`config.mk`:
```
export PLATFORM = sky130hd
export DESIGN_NAME = pulse_unit
export DESIGN_NICKNAME = d
export VERILOG_FILES = /design/src/hw/core_pkg.sv /design/src/hw/pulse_unit.sv
export SDC_FILE = /design/constraint.sdc
export NUM_CORES = 1
export LEC_CHECK = 0
export ABC_CLOCK_PERIOD_IN_PS = 1280
export CORE_AREA = 2 2 46 48
export DETAILED_ROUTE_END_ITERATION = 7
export DIE_AREA = 0 0 48 50
export DONT_BUFFER_PORTS = 1
export GPL_TIMING_DRIVEN = 0
export MAX_ROUTING_LAYER = met4
export PLACE_DENSITY = 0.71
export SLEW_MARGIN = 20
export SYNTH_ARGS = -nofsm -noshare
export SYNTH_HDL_FRONTEND = slang
export SYNTH_SLANG_ARGS = --single-unit
```
`constraint.sdc`:
```
create_clock -name clk -period 1.28 [get_ports clk]
set_input_delay 0.192 -clock clk [delete_from_list [all_inputs] [get_ports clk]]
set_output_delay 0.192 -clock clk [all_outputs]
set_load 0.005 [all_outputs]
```
`src/hw/core_pkg.sv`:
```
package core_pkg;

    localparam int WORD_W    = 31;  // sign + magnitude
    localparam int MAG_W     = 30;
    localparam int ADDR_W    = 12;
    localparam int OP_W      = 6;
    localparam int OP_LSB    = 24;
    localparam int ADDR1_LSB = 12;  // second address sits in the low bits

    typedef enum logic [OP_W-1:0] {
        OP_HALT  = 6'd0,
        OP_ADD   = 6'd1,
        OP_SUB   = 6'd2,
        OP_AND   = 6'd3,
        OP_STORE = 6'd4,
        OP_JUMP  = 6'd5
    } op_code_e;

    // ST_IDLE must stay at zero, the panel shows it after reset
    typedef enum logic [2:0] {
        ST_IDLE, ST_FETCH, ST_DECODE, ST_READ_A,
        ST_READ_B, ST_EXECUTE, ST_STORE, ST_PANEL
    } pu_state_e;

    typedef enum logic [2:0] {
        ALU_NONE, ALU_ARR_C, ALU_LOAD_A, ALU_LOAD_B,
        ALU_LOAD_C, ALU_ADD, ALU_SUB, ALU_AND
    } alu_op_e;

    typedef enum logic [2:0] {
        ADDR_NONE, ADDR_ARR_STRT, ADDR_ARR_SEL, ADDR_LOAD_INSTR,
        ADDR_SEL_STRT, ADDR_SEL_ADDR1, ADDR_SEL_ADDR2, ADDR_JUMP
    } addr_op_e;

endpackage

```
`src/hw/pulse_unit.sv`:
```
`timescale 1ns/100ps

module pulse_unit (
    input  logic                        clk,
    input  logic                        arst_n,
    input  logic                        pnl_start_pulse,
    input  logic                        pnl_clear_pu,
    input  logic                        pnl_automatic,
    input  logic                        pnl_mem_read,
    input  logic                        pnl_mem_write,
    input  logic                        pnl_do_arr_c,
    input  logic                        pnl_do_arr_strt,
    input  logic                        pnl_do_arr_sel,
    input  logic                        wb_ack,
    input  logic [core_pkg::WORD_W-1:0] wb_dat_r,
    output logic                        wb_cyc,
    output logic                        wb_stb,
    output logic                        wb_we,
    output core_pkg::alu_op_e           alu_op,
    output core_pkg::addr_op_e          addr_op,
    output core_pkg::op_code_e          op_code,
    output core_pkg::pu_state_e         pu_state
);

    core_pkg::pu_state_e state_q;
    core_pkg::pu_state_e state_d;
    logic run_q;       // automatic mode running
    logic pnl_we_q;    // panel access is a write
    logic go_q;
    logic arr_c_q;
    logic arr_strt_q;
    logic arr_sel_q;
    logic accept;
    logic halt_dec;
    logic access;

    // panel commands only while idle with nothing pending
    assign accept = (state_q == core_pkg::ST_IDLE) && !go_q && !pnl_clear_pu;

    always_ff @(posedge clk or negedge arst_n) begin
        if (!arst_n) begin
            state_q    <= core_pkg::ST_IDLE;
            run_q      <= 1'b0;
            pnl_we_q   <= 1'b0;
            go_q       <= 1'b0;
            arr_c_q    <= 1'b0;
            arr_strt_q <= 1'b0;
            arr_sel_q  <= 1'b0;
            op_code    <= core_pkg::OP_HALT;
        end else begin
            state_q    <= state_d;
            go_q       <= accept && pnl_start_pulse;
            arr_c_q    <= accept && pnl_do_arr_c;
            arr_strt_q <= accept && pnl_do_arr_strt;
            arr_sel_q  <= accept && pnl_do_arr_sel;
            if (pnl_clear_pu || halt_dec) begin
                run_q <= 1'b0;
            end else if (accept && pnl_start_pulse) begin
                run_q <= pnl_automatic;
            end
            if (accept && (pnl_mem_read || pnl_mem_write)) begin
                pnl_we_q <= pnl_mem_write;
            end
            if (state_q == core_pkg::ST_FETCH && wb_ack) begin
                op_code <= core_pkg::op_code_e'(wb_dat_r[core_pkg::OP_LSB +: core_pkg::OP_W]);
            end
        end
    end

    always_comb begin
        state_d  = state_q;
        alu_op   = core_pkg::ALU_NONE;
        addr_op  = core_pkg::ADDR_NONE;
        halt_dec = 1'b0;
        case (state_q)
            core_pkg::ST_IDLE: begin
                if (arr_c_q) alu_op = core_pkg::ALU_ARR_C;
                if (arr_strt_q) begin
                    addr_op = core_pkg::ADDR_ARR_STRT;
                end else if (arr_sel_q) begin
                    addr_op = core_pkg::ADDR_ARR_SEL;
                end else if (go_q) begin
                    addr_op = core_pkg::ADDR_SEL_STRT;  // select ready as fetch starts
                end
                if (go_q) begin
                    state_d = core_pkg::ST_FETCH;
                end else if (accept && (pnl_mem_read || pnl_mem_write)) begin
                    state_d = core_pkg::ST_PANEL;
                end
            end
            core_pkg::ST_FETCH: if (wb_ack) begin
                addr_op = core_pkg::ADDR_LOAD_INSTR;
                state_d = core_pkg::ST_DECODE;
            end
            core_pkg::ST_DECODE: begin
                case (op_code)
                    core_pkg::OP_ADD, core_pkg::OP_SUB, core_pkg::OP_AND: begin
                        addr_op = core_pkg::ADDR_SEL_ADDR1;
                        state_d = core_pkg::ST_READ_A;
                    end
                    core_pkg::OP_STORE: begin
                        addr_op = core_pkg::ADDR_SEL_ADDR1;
                        state_d = core_pkg::ST_STORE;
                    end
                    core_pkg::OP_JUMP: begin
                        addr_op = core_pkg::ADDR_JUMP;
                        state_d = run_q ? core_pkg::ST_FETCH : core_pkg::ST_IDLE;
                    end
                    default: begin  // halt and unknown codes
                        halt_dec = 1'b1;
                        state_d  = core_pkg::ST_IDLE;
                    end
                endcase
            end
            core_pkg::ST_READ_A: if (wb_ack) begin
                alu_op  = core_pkg::ALU_LOAD_A;
                addr_op = core_pkg::ADDR_SEL_ADDR2;
                state_d = core_pkg::ST_READ_B;
            end
            core_pkg::ST_READ_B: if (wb_ack) begin
                alu_op  = core_pkg::ALU_LOAD_B;
                state_d = core_pkg::ST_EXECUTE;
            end
            core_pkg::ST_EXECUTE: begin
                case (op_code)
                    core_pkg::OP_SUB: alu_op = core_pkg::ALU_SUB;
                    core_pkg::OP_AND: alu_op = core_pkg::ALU_AND;
                    default:          alu_op = core_pkg::ALU_ADD;
                endcase
                if (run_q) addr_op = core_pkg::ADDR_SEL_STRT;
                state_d = run_q ? core_pkg::ST_FETCH : core_pkg::ST_IDLE;
            end
            core_pkg::ST_STORE: if (wb_ack) begin
                if (run_q) addr_op = core_pkg::ADDR_SEL_STRT;
                state_d = run_q ? core_pkg::ST_FETCH : core_pkg::ST_IDLE;
            end
            core_pkg::ST_PANEL: if (wb_ack) begin
                if (!pnl_we_q) alu_op = core_pkg::ALU_LOAD_C;
                state_d = core_pkg::ST_IDLE;
            end
            default: state_d = core_pkg::ST_IDLE;
        endcase
        if (pnl_clear_pu) state_d = core_pkg::ST_IDLE;
    end

    assign access = (state_q == core_pkg::ST_FETCH) || (state_q == core_pkg::ST_READ_A)
                 || (state_q == core_pkg::ST_READ_B) || (state_q == core_pkg::ST_STORE)
                 || (state_q == core_pkg::ST_PANEL);

    assign wb_cyc   = access;
    assign wb_stb   = access;
    assign wb_we    = (state_q == core_pkg::ST_STORE) || (state_q == core_pkg::ST_PANEL && pnl_we_q);
    assign pu_state = state_q;

endmodule

```
# [After elaboration in Yosys (flattened, before gate mapping)]
# Index checks and enable logic that the tools add are counted.
# Widths: inputs -> output; s select.
[word_totals] register_bits=15 input_bits=42 output_inout_bits=18 wordCells=80
[op_classes] eq_ne=18 mux=30 reduce_logical=24
[op_table] operator="$mux 3" n=16
[op_table] operator="$pmux 3 s8" n=1
[op_table] operator="$pmux 3 s6" n=1
[op_table] operator="$ne 3x3->1 const B" n=5
[op_table] operator="$pmux 3 s5" n=1
[op_table] operator="$eq 3x3->1 const B" n=4
[op_table] operator="$eq 6x2->1 const B" n=2
[op_table] operator="$eq 6x3->1 const B" n=2
[op_table] operator="$logic_and 1x1->1" n=9
[op_table] operator="$pmux 3 s3" n=1
[op_table] operator="$logic_or 1x1->1" n=7
[op_table] operator="$eq 3x2->1 const B" n=2
[op_table] operator="$eq 6x1->1 const B" n=1
[op_table] operator="$mux 1" n=6
[op_table] operator="$pmux 3 s2" n=1
[op_table] operator="$reduce_and 6->1" n=1
[op_table] operator="$reduce_or 5->1" n=1
[op_table] operator="$mux 2" n=2
[op_table] operator="$ne 4x3->1 const B" n=1
[op_table] operator="$pmux 2 s2" n=1
[op_table] operator="$reduce_or 4->1" n=1
[op_table] operator="$eq 3x1->1 const B" n=1
[op_table] operator="$logic_not 3->1" n=1
[op_table] operator="$reduce_or 3->1" n=1
[op_table] operator="2 further kinds" n=3

# [Logic depth before layout (Yosys ltp)]
[logic_depth] depth_word=8 mapped_depth=5 depth_no_buf=4

# [Least setup slack after synthesis]
# OpenSTA, ideal clock, no wires.
[synth_path] path_kind="flip-flop to output port" start="register op_code[1]" end="output port addr_op[2]" arrival_time_ps=1262 t_required_ps=1088 setup_slack_ps=-174 path_stages_with_launch=5 n_path_buf=0 cell_sequence="dfrtp_1 -> or3_1 -> and3_4 -> a32oi_1 -> o21ai_1"
[synth_via] elab_chain_cells=4 word_cells_on_any_way=8 cone_classes="5 x eq/ne; 2 x mux; 1 x reduce/logical"
[synth_rtl] item="start: declaration" line_no="pulse_unit.sv:21" source="output core_pkg::op_code_e op_code,"
[synth_rtl] item="start signal: assignment" line_no="pulse_unit.sv:49" source="op_code <= core_pkg::OP_HALT;"
[synth_rtl] item="start signal: assignment" line_no="pulse_unit.sv:65" source="op_code <= core_pkg::op_code_e'(wb_dat_r[core_pkg::OP_LSB +: core_pkg::OP_W]);"
[synth_rtl] item="$eq 6x2->1, or another cell as far along" line_no="pulse_unit.sv:96" source="case (op_code)"
[synth_rtl] item="$reduce_or 4->1 (no line)"
[synth_rtl] item="$pmux 3 s2 *" line_no="pulse_unit.sv:96"
[synth_rtl] item="$pmux 3 s6 *" line_no="pulse_unit.sv:75" source="case (state_q)"
[synth_rtl] item="end: declaration" line_no="pulse_unit.sv:20" source="output core_pkg::addr_op_e addr_op,"
# Every way passes the cells marked *; elsewhere a longest branch is shown, timed or not.

# [Worst setup path in the final report]
[layout_path] start="register op_code[0]" end="output port addr_op[2]"
# Same word-level chain as after synthesis.

==> flow_summary.yaml <==
yosys:
  synth.yosys.seq_area_share_pct: 37.5
  avgSynthCellArea_um2: 8.94
  synth_ff_type: "dfrtp_1"
  synth_nets: 154
  async_flop_share_pct: 100
  synth.distinct_cells: 40
  synth_top_area_share_pct: 37.5
  synth_seq_cells: 15
  synth.cell_area_um2: 1000
  synth_area_leaders: "dfrtp_1 38%, mux2_2 6.7%, nand2_1 3.8%"
  yosysTopAreaCell: "dfrtp_1"
  synth_edf_count: 0
  syn_inst: 112
  ys_warn_count: 0
place:
  post_dp_cell_area_um2: 1090
  hpwlAfterDp_mm: 1.77
  port_buffers: 0
  routabilityCongestion: 0.822
  preCtsSetupSlack_ns: -0.222
setup_path:
  r2r-start: "pu_state[2]$_DFFE_PN0P_"
  crit_start: "op_code[0]$_DFFE_PN0P_"
  r2r_cells: 6
  cp_slowest_stage_delay_ns: 0.49
  cpMaxStageDelayCell: "dfrtp_2"
  cp.required_ns: 1.09
  path_max_fanout: 7
  arrival_ns: 1.62
  cp-end-kind: "primary output"
  reg2reg_to: "pu_state[0]$_DFFE_PN0P_"
  crit_type: "reg2out"
  r2r_setup_slack_ns: -0.35
  crit_chain: "or3_4, and3_4, a32oi_2, o21ai_1"
  critPathLaunchType: "flop"
drt:
  routed_via_density: 6.98
  post-route-drc-count: 0
  wl_per_cell_um: 26.4
  drt_iter0_drc: 96
  dr.pass1.iters: 4
  drt-total-wl_mm: 4.52
  ant_nets: 0
  vias: 1193
cts:
  cts_made_buffers: 3
  clk_latency_ns: 0.29
  root_buffer: "clkbuf_4"
  clk_pin_slew_ns: 0.10
  cts_tree: "done"
  clk_path_buf_depth: 2
  cts_max_level: 1
  cts.sinks: 15
sta:
  fin_skew_ns: 0.00884
  slew_viol_final: 0
  worst_slew_pin_slew_ns: 0.782
  relSlewSlack_pct: 47.7
  hold_viol: 0
  setup_violations: 20
  setup_ws_ns: -0.535
  period_needed_ns: 1.81
  post-route-period-util_pct: 142
  max_freq_mhz: 551
  rsz0062_at_grt: "true"
layout:
  fin_nets: 187
  final_common_cell: "buf_6"
  area_growth_syn_to_layout_pct: 70.5
  layout_common_cells: "15 x buf_6, 13 x buf_4, 8 x dfrtp_1, 7 x dfrtp_2, 6 x mux2_4"
  antennaDiodeCount: 0
  final_area_um2: 1710
  drive_gt1_share_pct: 60.4
min_path:
  hold_start: "wb_dat_r[24]"
  min_path_cells: 1
  hold_end: "op_code[0]$_DFFE_PN0P_"
  hold_class: "in2reg"
power:
  switching_share_pct: 46.6
  powerDensity_nw_per_um2: 2820
  cellInternalPower_mw: 2.57
  power_frac_clock_pct: 5.9
  pwr-share-comb_pct: 72.4
  ir_drop_uv: 2110
  p_leak_nw: 0.685
  p_total_mw: 4.81
  power.switching_mw: 2.24
  pwr-share-seq_pct: 21.6
grt:
  grt_pass1_wl_mm: 5.38
  antenna_found_initial: 0
  grt_max_degree: 16
  first_global_vias: 1097
  grt_remaining_overflow: 0
  grtUsageTotal_pct: 32.9
floorplan:
  ioPinCount: 60
  die_h_um: 50
  core_area_um2: 1900
  dieArea_um2: 2400
  initial_core_util_pct: 52.6
  chipWidth_um: 48
  rows: 16
outcome:
  outcome: "complete, but fails checks"
  violations: "negative setup slack"
run:
  maxCapViolations: 0
[state kept, by name (all words and copies together), names as in the netlist]
name and cells:
arr_strt_q 1, pu_state 3, pnl_we_q 1, arr_c_q 1, op_code 6, go_q 1
arr_sel_q 1, run_q 1
[cell families after synthesis]
kind of cell / Yosys count / share of synthesized area (%)
simple gates: 45 / 26.6
flops: 15 / 37.5
buf+inv: 14 / 6.50
compound gates: 30 / 20.6
mux: 8 / 8.75
[power by group through the flow]
stage	registers (mW)	clock network [mW]	logic (mW)
final	1.04	0.286	3.48
after global routing	1.07	0.315	3.59
after floorplan	0.896	0	1.25
after global placement	0.955	0	1.45
after CTS	0.992	0.280	2.61
after detailed placement	0.963	0	1.49
[final cells by class]
cell class              count  area (um2)
multi-input cells          83         845
clock buffers               4        26.3
well taps                  27        33.8
repair buffers             30         304
plain buffers               8        98.8
flip-flops and latches     15         384
fillers                    69         195
inverters                   4        15.0
[per-layer routing]
metal  global-route usage [%]  up-vias  part of all wire [%]
met5                        -        -                     0
met1                     37.8      558                    35
li1                         -      479                     -
met4                     13.1        0                   4.4
met2                     53.3      132                    48
met3                     7.33       24                    13
[worst max path at each step]
stage / endpoint / slack (ns) / cells past startpoint
finish: addr_op[2] / -0.53 / 4
global route: addr_op[2] / -0.60 / 4
CTS: addr_op[2] / -0.49 / 4
detailed placement: addr_op[2] / -0.22 / 4
global placement: addr_op[2] / -0.22 / 4
floorplan: addr_op[2] / -0.13 / 4
[synthesized netlist by cell type, types with 2 or more instances]
| cell | number |
|---|---|
| o31ai_1 | 2 |
| buf_2 | 7 |
| a31oi_1 | 2 |
| o21ai_1 | 2 |
| nor2b_1 | 2 |
| dfrtp_1 | 15 |
| mux2_2 | 6 |
| nand3b_1 | 3 |
| mux2i_1 | 2 |
| nand2_1 | 10 |
| inv_1 | 4 |
| nor3_2 | 2 |
| a32oi_1 | 3 |
| a211oi_1 | 3 |
| nor2_1 | 6 |
| and3_1 | 5 |
| o21ai_0 | 7 |
| a21oi_1 | 5 |
| nand4_1 | 2 |
| nor3_1 | 3 |
| and2_1 | 2 |
[critical path, delay by kind of cell, from the launching register on]
family	cells	cell delay (ns)
simple gates	2	0.58
flops	1	0.49
compound gates	2	0.27
[per-stage QoR]
step	utilization (%)	setup TNS [ns]	instances	hold slack [ns]
2_1_floorplan	-	-0.342	112	-0.104
3_3_place_gp	57.6	-2.11	139	-0.103
3_5_place_dp	57.6	-2.48	139	-0.103
4_1_cts	78.9	-4.10	165	0.0131
5_1_grt	89.7	-6.30	171	0.0317
6_report	89.7	-5.60	171	0.0486
[repair_timing]
item / in CTS / in global routing
setup buffers: 19 / 10
pin swaps: 19 / 14
endpoints found under the hold margin: 16 / 1
hold buffers: 2 / 1
gates resized for setup: 45 / 44
gates cloned: 2 / 0
endpoints found under the setup margin: 20 / 20
No activity file was read; power rests on OpenSTA's default activity.
