--- config.mk ---
export PLATFORM = sky130hd
export DESIGN_NAME = address_regs
export DESIGN_NICKNAME = d
export VERILOG_FILES = /design/src/hw/core_pkg.sv /design/src/hw/address_regs.sv
export SDC_FILE = /design/constraint.sdc
export NUM_CORES = 1
export LEC_CHECK = 0
export BUFFER_PORTS_ARGS = -buffer_cell sky130_fd_sc_hd__buf_2
export CAP_MARGIN = 30
export CORE_AREA = 3 3 116 85
export CTS_CLUSTER_DIAMETER = 30
export DETAILED_ROUTE_END_ITERATION = 8
export DIE_AREA = 0 0 119 88
export GPL_ROUTABILITY_DRIVEN = 0
export PLACE_DENSITY = 0.53
export SYNTH_ARGS = -nofsm -noshare
export SYNTH_HDL_FRONTEND = slang
export SYNTH_SLANG_ARGS = --single-unit
--- constraint.sdc ---
create_clock -name clk -period 3.25 [get_ports clk]
set_input_delay 0.65 -clock clk [delete_from_list [all_inputs] [get_ports clk]]
set_output_delay 0.65 -clock clk [all_outputs]
set_load 0.02 [all_outputs]
--- src/hw/core_pkg.sv ---
package core_pkg;

    localparam int WORD_W    = 31;  // sign + magnitude
    localparam int MAG_W     = 30;
    localparam int ADDR_W    = 12;
    localparam int OP_W      = 6;
    localparam int OP_LSB    = 24;
    localparam int ADDR1_LSB = 12;  // second address sits in the low bits

    typedef enum logic [OP_W-1:0] {
        OP_HALT  = 6'd0,
        OP_ADD   = 6'd1,
        OP_SUB   = 6'd2,
        OP_AND   = 6'd3,
        OP_STORE = 6'd4,
        OP_JUMP  = 6'd5
    } op_code_e;

    // ST_IDLE must stay at zero, the panel shows it after reset
    typedef enum logic [2:0] {
        ST_IDLE, ST_FETCH, ST_DECODE, ST_READ_A,
        ST_READ_B, ST_EXECUTE, ST_STORE, ST_PANEL
    } pu_state_e;

    typedef enum logic [2:0] {
        ALU_NONE, ALU_ARR_C, ALU_LOAD_A, ALU_LOAD_B,
        ALU_LOAD_C, ALU_ADD, ALU_SUB, ALU_AND
    } alu_op_e;

    typedef enum logic [2:0] {
        ADDR_NONE, ADDR_ARR_STRT, ADDR_ARR_SEL, ADDR_LOAD_INSTR,
        ADDR_SEL_STRT, ADDR_SEL_ADDR1, ADDR_SEL_ADDR2, ADDR_JUMP
    } addr_op_e;

endpackage

--- src/hw/address_regs.sv ---
`timescale 1ns/100ps

module address_regs (
    input  logic                        clk,
    input  logic                        arst_n,
    input  core_pkg::addr_op_e          addr_op,
    input  logic [core_pkg::ADDR_W-1:0] pnl_arr_strt_value,
    input  logic [core_pkg::ADDR_W-1:0] pnl_arr_sel_value,
    input  logic [core_pkg::WORD_W-1:0] wb_dat_r,
    output logic [core_pkg::ADDR_W-1:0] strt_value,
    output logic [core_pkg::ADDR_W-1:0] sel_value
);

    logic [core_pkg::ADDR_W-1:0] addr1;
    logic [core_pkg::ADDR_W-1:0] addr2;

    always_ff @(posedge clk or negedge arst_n) begin
        if (!arst_n) begin
            strt_value <= '0;
            sel_value  <= '0;
            addr1      <= '0;
            addr2      <= '0;
        end else begin
            case (addr_op)
                core_pkg::ADDR_ARR_STRT: strt_value <= pnl_arr_strt_value;
                core_pkg::ADDR_ARR_SEL:  sel_value  <= pnl_arr_sel_value;
                core_pkg::ADDR_LOAD_INSTR: begin
                    addr1      <= wb_dat_r[core_pkg::ADDR1_LSB +: core_pkg::ADDR_W];
                    addr2      <= wb_dat_r[core_pkg::ADDR_W-1:0];
                    strt_value <= strt_value + 1'b1;  // wraps at 12 bits
                end
                core_pkg::ADDR_SEL_STRT:  sel_value <= strt_value;
                core_pkg::ADDR_SEL_ADDR1: sel_value <= addr1;
                core_pkg::ADDR_SEL_ADDR2: sel_value <= addr2;
                core_pkg::ADDR_JUMP: begin
                    strt_value <= addr1;
                    sel_value  <= addr1;  // lets a fetch follow at once
                end
                default: ;  // no command
            endcase
        end
    end

endmodule

## Word-level counts from Yosys, hierarchy flattened

Cells that the tools add are included.

- Register bits after elaboration: 48
- Bits of input ports: 60
- Output and inout bits: 24
- Logic and storage cells: 17

- $add $sub $neg: 1
- Eq/ne operators: 7
- Multiplexer cells: 2
- Reductions and logical operators: 3

Operators with widths:

| operator | count |
|---|---|
| case mux 12 bit (4 select lines) | 1 |
| case mux 12 bit (3 select lines) | 1 |
| adder 12 x 1 -> 12 bit (second input constant) | 1 |
| equality test 3 bit (second input constant) | 4 |
| equality test 3 x 2 -> 1 bit (second input constant) | 2 |
| nonzero test 4 bit | 1 |
| equality test 3 x 1 -> 1 bit (second input constant) | 1 |
| nonzero test 3 bit | 1 |
| OR reduction 2 bit | 1 |

## Longest topological paths before layout

Gate-level depths: netlist of the first run.

- Word-level depth: 3
- Mapped depth: 6
- Mapped depth without buffers: 5

## Least setup slack after synthesis of the first run

OpenSTA, ideal clock, no wires.

- Path type: flip-flop to flip-flop
- Start point: reg strt_value[0] (netlist bit)
- End point: reg strt_value[8] (netlist bit)
- Setup time: 63 ps
- Arrival: 1,481 ps
- Required time: 3,187 ps
- Slack: 1,706 ps
- Stages on the path, launching flop included: 6
- Buffers on the path: 0
- Clock period less this slack: 1,544 ps
- Cells stage by stage: dfrtp_1 ha_1 nand3_1 or3_1 a21oi_1 o22a_2

- Longest elaborated chain between the ends: 2

RTL lines:

| element | RTL line | RTL |
|---|---|---|
| start, declared | address_regs.sv:10 | `output logic [core_pkg::ADDR_W-1:0] strt_value,` |
| start signal, assigned | address_regs.sv:25 | `core_pkg::ADDR_ARR_STRT: strt_value <= pnl_arr_strt_value;` |
| start signal, assigned | address_regs.sv:30 | `strt_value <= strt_value + 1'b1;` |
| start signal, assigned | address_regs.sv:36 | `strt_value <= addr1;` |
| adder 12 x 1 -> 12 bit | address_regs.sv:30 |  |
| case mux 12 bit (3 select lines) | address_regs.sv:24 | `case (addr_op)` |

Every way passes these cells.
A chain may end at the register's enable or synchronous reset.

## Worst setup path in the final report of the first run

- Start point: in addr_op[1]
- End point: reg strt_value[8] (netlist bit)

- Longest elaborated chain between the ends: 2
- Elaborated cells between the ends (all ways): 5
- Classes of those cells: 3 x eq/ne; 1 x mux; 1 x reduce/logical

RTL lines:

| element | RTL line | RTL |
|---|---|---|
| start, declared | address_regs.sv:6 | `input core_pkg::addr_op_e addr_op,` |
| equality test 3 bit (tied with other cells) | address_regs.sv:24 |  |
| case mux 12 bit (3 select lines) / nonzero test 3 bit (equally long branches) | -- |  |

Parallel ways exist; a longest one is shown, timed or not.

==> results of run 1 <==
==> metrics by stage <==
| step | setup slack, ns | power (uW) |
|---|---|---|
| 2_1_floorplan | 1.706 | 1053 |
| 3_3_place_gp | 0.9879 | 1221 |
| 6_report | 1.249 | 1970 |
| 5_1_grt | 1.150 | 2086 |
| 4_1_cts | 1.270 | 1989 |
| 3_5_place_dp | 0.9749 | 1233 |
==> metal layers <==
layer  wire, um  GRT usage [%]  share of wire [%]
met1       3758          21.95                 49
met2       3493          24.86                 45
met3        419          3.422                5.4
met5          0              0                  0
met4         58          3.155               0.75
==> kinds of logic (layout without fill, tap and decap cells) <==
group	Yosys count	in the layout	synth area share [%]
buffers and inverters	25	97	5.288
and+or+nand+nor	136	136	22.34
xor gates and xnor gates	3	3	1.001
AOI/OAI and AO/OA	70	70	16.63
adders and majority gates	1	1	0.4763
muxes	22	22	8.528
DFF	48	48	45.74
==> worst max-delay path, cell delays in order <==
cell	delay (ns)
buf_2	0.56
and3b_1	0.54
a41oi_1	0.17
o22a_2	0.25
==> Yosys cell counts, types with 3 or more instances <==
| cell type | number |
|---|---|
| nand3_1 | 6 |
| clkbuf_1 | 5 |
| buf_2 | 6 |
| dfrtp_1 | 48 |
| o21ai_0 | 30 |
| nand2b_1 | 4 |
| xnor2_1 | 3 |
| buf_6 | 3 |
| a21oi_1 | 10 |
| a31oi_1 | 3 |
| mux2_2 | 3 |
| inv_1 | 5 |
| nor2_1 | 9 |
| nand2_1 | 100 |
| nor3_1 | 3 |
| buf_4 | 4 |
| a22o_1 | 6 |
| mux2i_1 | 19 |
==> flip-flops by register name (all words and copies together), names as in the netlist <==
signal      count
addr2          12
sel_value      12
strt_value     12
addr1          12
==> placed cells by master (no fill, tap or decap), types with 4 or more instances in the layout <==
cell,n
nand2_1,100
buf_2,76
dfrtp_1,48
o21ai_0,30
mux2i_1,19
a21oi_1,10
nor2_1,9
nand3_1,6
a22o_1,6
inv_1,5
clkbuf_16,5
buf_4,5
nand2b_1,4
==> power breakdown <==
group	switching [uW]	internal (uW)
Combinational	252	173
Clock	235	519
Sequential	94.9	695
Total	583	1390
==> final cells by class <==
type / count / area, sq um / share of cell area [%]
tap: 124 / 155.1 / 4.670
clock inverter: 3 / 90.09 / 2.712
clock buffer: 5 / 125.1 / 3.766
sequential: 48 / 1201 / 36.16
multi-input combinational: 232 / 1286 / 38.72
timing repair buffer: 82 / 437.9 / 13.18
inverter: 7 / 26.28 / 0.7910
==> worst paths after layout <==
kind	end	slack (ns)	cells after the start
max in group asynchronous	strt_value[6]$_DFFE_PN0P_	2.51	2
setup reg to reg	strt_value[10]$_DFFE_PN0P_	1.61	5
hold reg to reg	addr2[1]$_DFFE_PN0P_	0.48	2
setup / recovery	strt_value[8]$_DFFE_PN0P_	1.25	4
hold / removal	sel_value[0]$_DFFE_PN0P_	0.23	1
min in group clk	addr2[1]$_DFFE_PN0P_	0.48	2
==> impl_metrics.xml, run 1 <==
<?xml version="1.0" encoding="UTF-8"?>
<metrics>
  <group name="outcome">
    <metric name="status" unit="">finished, final reports clean</metric>
  </group>
  <group name="global_routing">
    <metric name="first_global_vias" unit="">2456</metric>
    <metric name="antenna_found_initial" unit="">0</metric>
    <metric name="global_route.overflow_total" unit="">0</metric>
    <metric name="grt_first_pass_wirelength" unit="um">12940</metric>
    <metric name="gr-usage-all-layers" unit="%">15.57</metric>
    <metric name="grt_start_max_net_pins" unit="">45</metric>
  </group>
  <group name="synth">
    <metric name="synth_top_area_share" unit="%">45.74</metric>
    <metric name="synth_warnings" unit="">0</metric>
    <metric name="avgSynthCellArea" unit="sq um">8.611</metric>
    <metric name="number_of_synthesized_flops_with_an_enable_pin" unit="">0</metric>
    <metric name="seq_area_frac_synth" unit="%">45.74</metric>
    <metric name="synth_top_cell_by_area" unit="">dfrtp_1</metric>
    <metric name="synth.cell_area" unit="sq um">2626</metric>
    <metric name="fraction_of_synthesis_flops_using_an_asynchronous_set_or_reset_pin" unit="%">100.0</metric>
    <metric name="ys_types" unit="">47</metric>
    <metric name="ys_seq_elements" unit="">48</metric>
    <metric name="post_synth_inst_count" unit="">305</metric>
    <metric name="synthTopCellsByArea" unit="">dfrtp_1 (46%), nand2_1 (14%), mux2i_1 (7.2%), o21ai_0 (5.7%), a22o_1 (2.0%)</metric>
    <metric name="postSynthNetCount" unit="">366</metric>
    <metric name="synth_top_flop_cell" unit="">dfrtp_1</metric>
  </group>
  <group name="timing">
    <metric name="fmax_achieved" unit="GHz">0.4998</metric>
    <metric name="final_worst_path_period_share" unit="%">61.56</metric>
    <metric name="setup_violations" unit="">0</metric>
    <metric name="worst_rel_slew_slack" unit="%">51.07</metric>
    <metric name="timing.final.hold_violations" unit="">0</metric>
    <metric name="finalWorstPathRequiredPeriod" unit="ns">2.001</metric>
    <metric name="setup_tns_final" unit="ns">0</metric>
    <metric name="timing.final.max_slew_violations" unit="">0</metric>
    <metric name="fin_skew" unit="ns">0.004680</metric>
    <metric name="rsz_0062_raised_after_global_routing" unit="">false</metric>
    <metric name="transition_time_at_the_pin_with_the_least_slew_margin" unit="ns">0.7340</metric>
    <metric name="whs" unit="ns">0.2345</metric>
  </group>
  <group name="clock_tree">
    <metric name="clk-insertion-delay-late" unit="ns">0.29</metric>
    <metric name="clk_transition_reported_paths" unit="ns">0.07</metric>
    <metric name="cts_tree" unit="">yes</metric>
    <metric name="clock_tree.htree_level_count" unit="">2</metric>
    <metric name="cts_made_buffers" unit="">5</metric>
    <metric name="cts.sink_count" unit="">48</metric>
    <metric name="cells_resized_by_post_cts_repair" unit="">0</metric>
    <metric name="cts.path.max_buffers" unit="">2</metric>
    <metric name="clk_root_buffer_cell" unit="">clkbuf_16</metric>
    <metric name="cts-hold-fix-buffers" unit="">0</metric>
    <metric name="cts_post_setup_buffers_inserted" unit="">0</metric>
  </group>
  <group name="die">
    <metric name="num_rows" unit="">29</metric>
    <metric name="placeableCoreArea" unit="sq um">8890</metric>
    <metric name="initial_core_util" unit="%">29.54</metric>
    <metric name="fp.dieArea" unit="sq um">10470</metric>
    <metric name="die_w" unit="um">119</metric>
    <metric name="floorplan.die.height" unit="um">88</metric>
    <metric name="io_pins" unit="">84</metric>
  </group>
  <group name="finish">
    <metric name="layout.core_utilization" unit="%">37.37</metric>
    <metric name="fin_area" unit="sq um">3322</metric>
    <metric name="fillerInstances" unit="">913</metric>
    <metric name="flow.area_growth_from_synthesis" unit="%">26.49</metric>
    <metric name="layout_net_count" unit="">437</metric>
    <metric name="drive_gt1_share" unit="%">26.26</metric>
    <metric name="final_cell_count_no_fill" unit="">501</metric>
    <metric name="antennaDiodeCount" unit="">0</metric>
  </group>
  <group name="drt">
    <metric name="drt_pre_antenna_iters" unit="">4</metric>
    <metric name="drt_iter0_drc" unit="">109</metric>
    <metric name="detail_route.wl_per_cell" unit="um">15.43</metric>
    <metric name="num_vias" unit="">2376</metric>
    <metric name="detail_route.wirelength" unit="um">7730</metric>
    <metric name="remaining_drc_errors" unit="">0</metric>
    <metric name="average_vias_per_placed_instance" unit="">4.743</metric>
    <metric name="ant_nets" unit="">0</metric>
  </group>
  <group name="pwr">
    <metric name="highest_ir_drop_seen_on_vdd" unit="V">0.0002800</metric>
    <metric name="power.static_leakage" unit="uW">0.001669</metric>
    <metric name="power_density" unit="nW/um^2">593.0</metric>
  </group>
  <group name="setup_path">
    <metric name="worstSetupStartpoint" unit="">addr_op[1]</metric>
    <metric name="crit_type" unit="">in -&gt; reg</metric>
    <metric name="setup.worst_path.start_class" unit="">input port</metric>
    <metric name="cp_data_required_time" unit="ns">3.43</metric>
    <metric name="worst_setup_ep_type" unit="">flop</metric>
    <metric name="critical_path_peak_fanout" unit="">32</metric>
    <metric name="r2r_start" unit="">strt_value[0]$_DFFE_PN0P_</metric>
    <metric name="cp.arrival" unit="ns">2.18</metric>
  </group>
  <group name="place">
    <metric name="dpl-instance-area" unit="sq um">3107</metric>
    <metric name="io_buffer_count" unit="">76</metric>
    <metric name="dp_hpwl" unit="um">5703</metric>
    <metric name="cell_total_after_placement" unit="">493</metric>
  </group>
  <group name="flow_run">
    <metric name="drv.max_cap_violation_count" unit="">0</metric>
  </group>
  <group name="worst_hold_path">
    <metric name="min-delay-path-class" unit="">in -&gt; async</metric>
  </group>
</metrics>
(Power assumes the default switching activity.)
==> run 2, diff against run 1 <==
--- a/config.mk
+++ b/config.mk
@@ -12,7 +12,7 @@
 export DETAILED_ROUTE_END_ITERATION = 8
 export DIE_AREA = 0 0 119 88
 export GPL_ROUTABILITY_DRIVEN = 0
-export PLACE_DENSITY = 0.53
+export PLACE_DENSITY = 0.55
 export SYNTH_ARGS = -nofsm -noshare
 export SYNTH_HDL_FRONTEND = slang
 export SYNTH_SLANG_ARGS = --single-unit
==> constraint.sdc (replaced) <==
create_clock -name clk -period 1.7 [get_ports clk]
set_input_delay 0.34 -clock clk [delete_from_list [all_inputs] [get_ports clk]]
set_output_delay 0.34 -clock clk [all_outputs]
set_load 0.02 [all_outputs]
==> impl_metrics.xml, run 2 (same netlist as run 1, synthesis figures left out) <==
<?xml version="1.0" encoding="UTF-8"?>
<metrics>
  <group name="clock_tree">
    <metric name="clk-insertion-delay-late" unit="ns">0.28</metric>
    <metric name="cts_post_setup_buffers_inserted" unit="">0</metric>
    <metric name="cells_resized_by_post_cts_repair" unit="">0</metric>
    <metric name="cts.sink_count" unit="">48</metric>
    <metric name="clk_root_buffer_cell" unit="">clkbuf_16</metric>
    <metric name="cts.path.max_buffers" unit="">2</metric>
    <metric name="clock_tree.htree_level_count" unit="">2</metric>
    <metric name="cts_tree" unit="">yes</metric>
    <metric name="cts-hold-fix-buffers" unit="">0</metric>
    <metric name="clk_transition_reported_paths" unit="ns">0.07</metric>
    <metric name="cts_made_buffers" unit="">5</metric>
  </group>
  <group name="setup_path">
    <metric name="cp.arrival" unit="ns">1.79</metric>
    <metric name="crit_type" unit="">reg -&gt; reg</metric>
    <metric name="worst_setup_ep_type" unit="">flop</metric>
    <metric name="setup.worst_path.start_class" unit="">flop</metric>
    <metric name="critical_path_peak_fanout" unit="">4</metric>
    <metric name="worst-r2r-setup-slack" unit="ns">0.14</metric>
    <metric name="cp_data_required_time" unit="ns">1.93</metric>
  </group>
  <group name="pwr">
    <metric name="highest_ir_drop_seen_on_vdd" unit="V">0.0004301</metric>
    <metric name="power_density" unit="nW/um^2">1034</metric>
    <metric name="power.static_leakage" unit="uW">0.001708</metric>
    <metric name="report.power.total" unit="uW">3487</metric>
  </group>
  <group name="drt">
    <metric name="detail_route.wl_per_cell" unit="um">15.17</metric>
    <metric name="ant_nets" unit="">0</metric>
    <metric name="drt_pre_antenna_iters" unit="">4</metric>
    <metric name="num_vias" unit="">2454</metric>
    <metric name="average_vias_per_placed_instance" unit="">4.774</metric>
    <metric name="remaining_drc_errors" unit="">0</metric>
    <metric name="drt_iter0_drc" unit="">105</metric>
    <metric name="detail_route.wirelength" unit="um">7797</metric>
  </group>
  <group name="timing">
    <metric name="timing.final.hold_violations" unit="">0</metric>
    <metric name="worst_rel_slew_slack" unit="%">69.71</metric>
    <metric name="transition_time_at_the_pin_with_the_least_slew_margin" unit="ns">0.4495</metric>
    <metric name="rsz_0062_raised_after_global_routing" unit="">false</metric>
    <metric name="finalWorstPathRequiredPeriod" unit="ns">1.557</metric>
    <metric name="setup_tns_final" unit="ns">0</metric>
    <metric name="final_worst_path_period_share" unit="%">91.62</metric>
    <metric name="fmax_achieved" unit="GHz">0.6421</metric>
    <metric name="fin_skew" unit="ns">0.002989</metric>
    <metric name="setup_violations" unit="">0</metric>
    <metric name="timing.final.max_slew_violations" unit="">0</metric>
  </group>
  <group name="finish">
    <metric name="layout_net_count" unit="">450</metric>
    <metric name="layout.cells.most_common" unit="">nand2_1</metric>
    <metric name="flow.area_growth_from_synthesis" unit="%">28.39</metric>
    <metric name="antennaDiodeCount" unit="">0</metric>
    <metric name="multi_input_comb_area" unit="sq um">1286</metric>
    <metric name="fillerInstances" unit="">968</metric>
    <metric name="drive_gt1_share" unit="%">28.72</metric>
    <metric name="layout.area.seq" unit="sq um">1201</metric>
    <metric name="commonest_cells_after_routing_fill_and_taps_aside" unit="">nand2_1 (100), buf_2 (76), dfrtp_1 (48)</metric>
  </group>
  <group name="global_routing">
    <metric name="grt_first_pass_wirelength" unit="um">12870</metric>
    <metric name="gr-usage-all-layers" unit="%">15.48</metric>
    <metric name="antenna_found_initial" unit="">0</metric>
    <metric name="grt_start_max_net_pins" unit="">49</metric>
    <metric name="first_global_vias" unit="">2551</metric>
    <metric name="global_route.overflow_total" unit="">0</metric>
  </group>
  <group name="die">
    <metric name="io_pins" unit="">84</metric>
    <metric name="die_w" unit="um">119</metric>
    <metric name="initial_core_util" unit="%">29.54</metric>
    <metric name="floorplan.die.height" unit="um">88</metric>
    <metric name="fp.dieArea" unit="sq um">10470</metric>
    <metric name="placeableCoreArea" unit="sq um">8890</metric>
    <metric name="num_rows" unit="">29</metric>
  </group>
  <group name="outcome">
    <metric name="status" unit="">finished, final reports clean</metric>
  </group>
  <group name="place">
    <metric name="io_buffer_count" unit="">76</metric>
    <metric name="dp_hpwl" unit="um">5996</metric>
  </group>
  <group name="worst_hold_path">
    <metric name="min-delay-path-class" unit="">in -&gt; async</metric>
  </group>
  <group name="flow_run">
    <metric name="drv.max_cap_violation_count" unit="">0</metric>
  </group>
</metrics>
-- run 2: cell types whose count changed in the layout (fill, tap and decap cells not counted) --
cell,delta
buf_4,+13
bufinv_16,-2
clkinvlp_4,+1
clkinv_2,+1
-- run 2: cell type report --
class / count / share of cell area, %
repair buffers: 95 / 15.88
flip-flops and latches: 48 / 35.62
clock inverters: 3 / 1.262
clock buffers: 5 / 3.711
multi-input cells: 232 / 38.14
inverters: 7 / 0.7792
well taps: 124 / 4.601
-- run 2: metrics by stage --
stage          instance area, sq um  setup WS (ns)  hold WS [ns]  util (%)  instances
6_report                       3372         0.1425       0.04329     37.93        514
5_1_grt                        3372        0.03148       0.06330     37.93        514
4_1_cts                        3372         0.1621       0.05395     37.93        514
3_5_place_dp                   3204         0.1296        0.3552     36.05        506
3_3_place_gp                   3204         0.1396        0.3474     36.05        506
2_1_floorplan                  2626         0.1561       0.04441         -        305
-- run 2: worst paths after layout --
check                                            end                 startpoint  depth (start not counted)
min in group clk               addr1[10]$_DFFE_PN0P_               wb_dat_r[22]                          3
hold / removal             sel_value[11]$_DFFE_PN0P_                     arst_n                          2
max in group asynchronous       addr2[8]$_DFFE_PN0P_                     arst_n                          2
hold reg to reg                 addr2[1]$_DFFE_PN0P_       addr2[1]$_DFFE_PN0P_                          2
setup / recovery           strt_value[8]$_DFFE_PN0P_  strt_value[0]$_DFFE_PN0P_                          5
setup reg to reg           strt_value[8]$_DFFE_PN0P_  strt_value[0]$_DFFE_PN0P_                          5
-- run 2: where the power goes --
part	switching, uW	internal (uW)
clock network	430	691
logic	503	362
registers	171	1330
total	1100	2380
-- run 2: worst max-delay path, cell delays in order (launching register included) --
cell     delay, ns
dfrtp_1       0.37
ha_1          0.26
nand3_1       0.18
or3_1         0.37
a21oi_1       0.17
o22a_2        0.16
-- run 2: layer usage --
layer | vias to the layer above | global-route usage [%] | wire length [um] | share of wire, %
met5 | - | 0 | 0 | 0
met4 | 0 | 2.629 | 38 | 0.49
met2 | 77 | 24.71 | 3497 | 45
met1 | 1157 | 21.85 | 3778 | 48
met3 | 4 | 3.680 | 482 | 6.2
li1 | 1216 | - | - | -
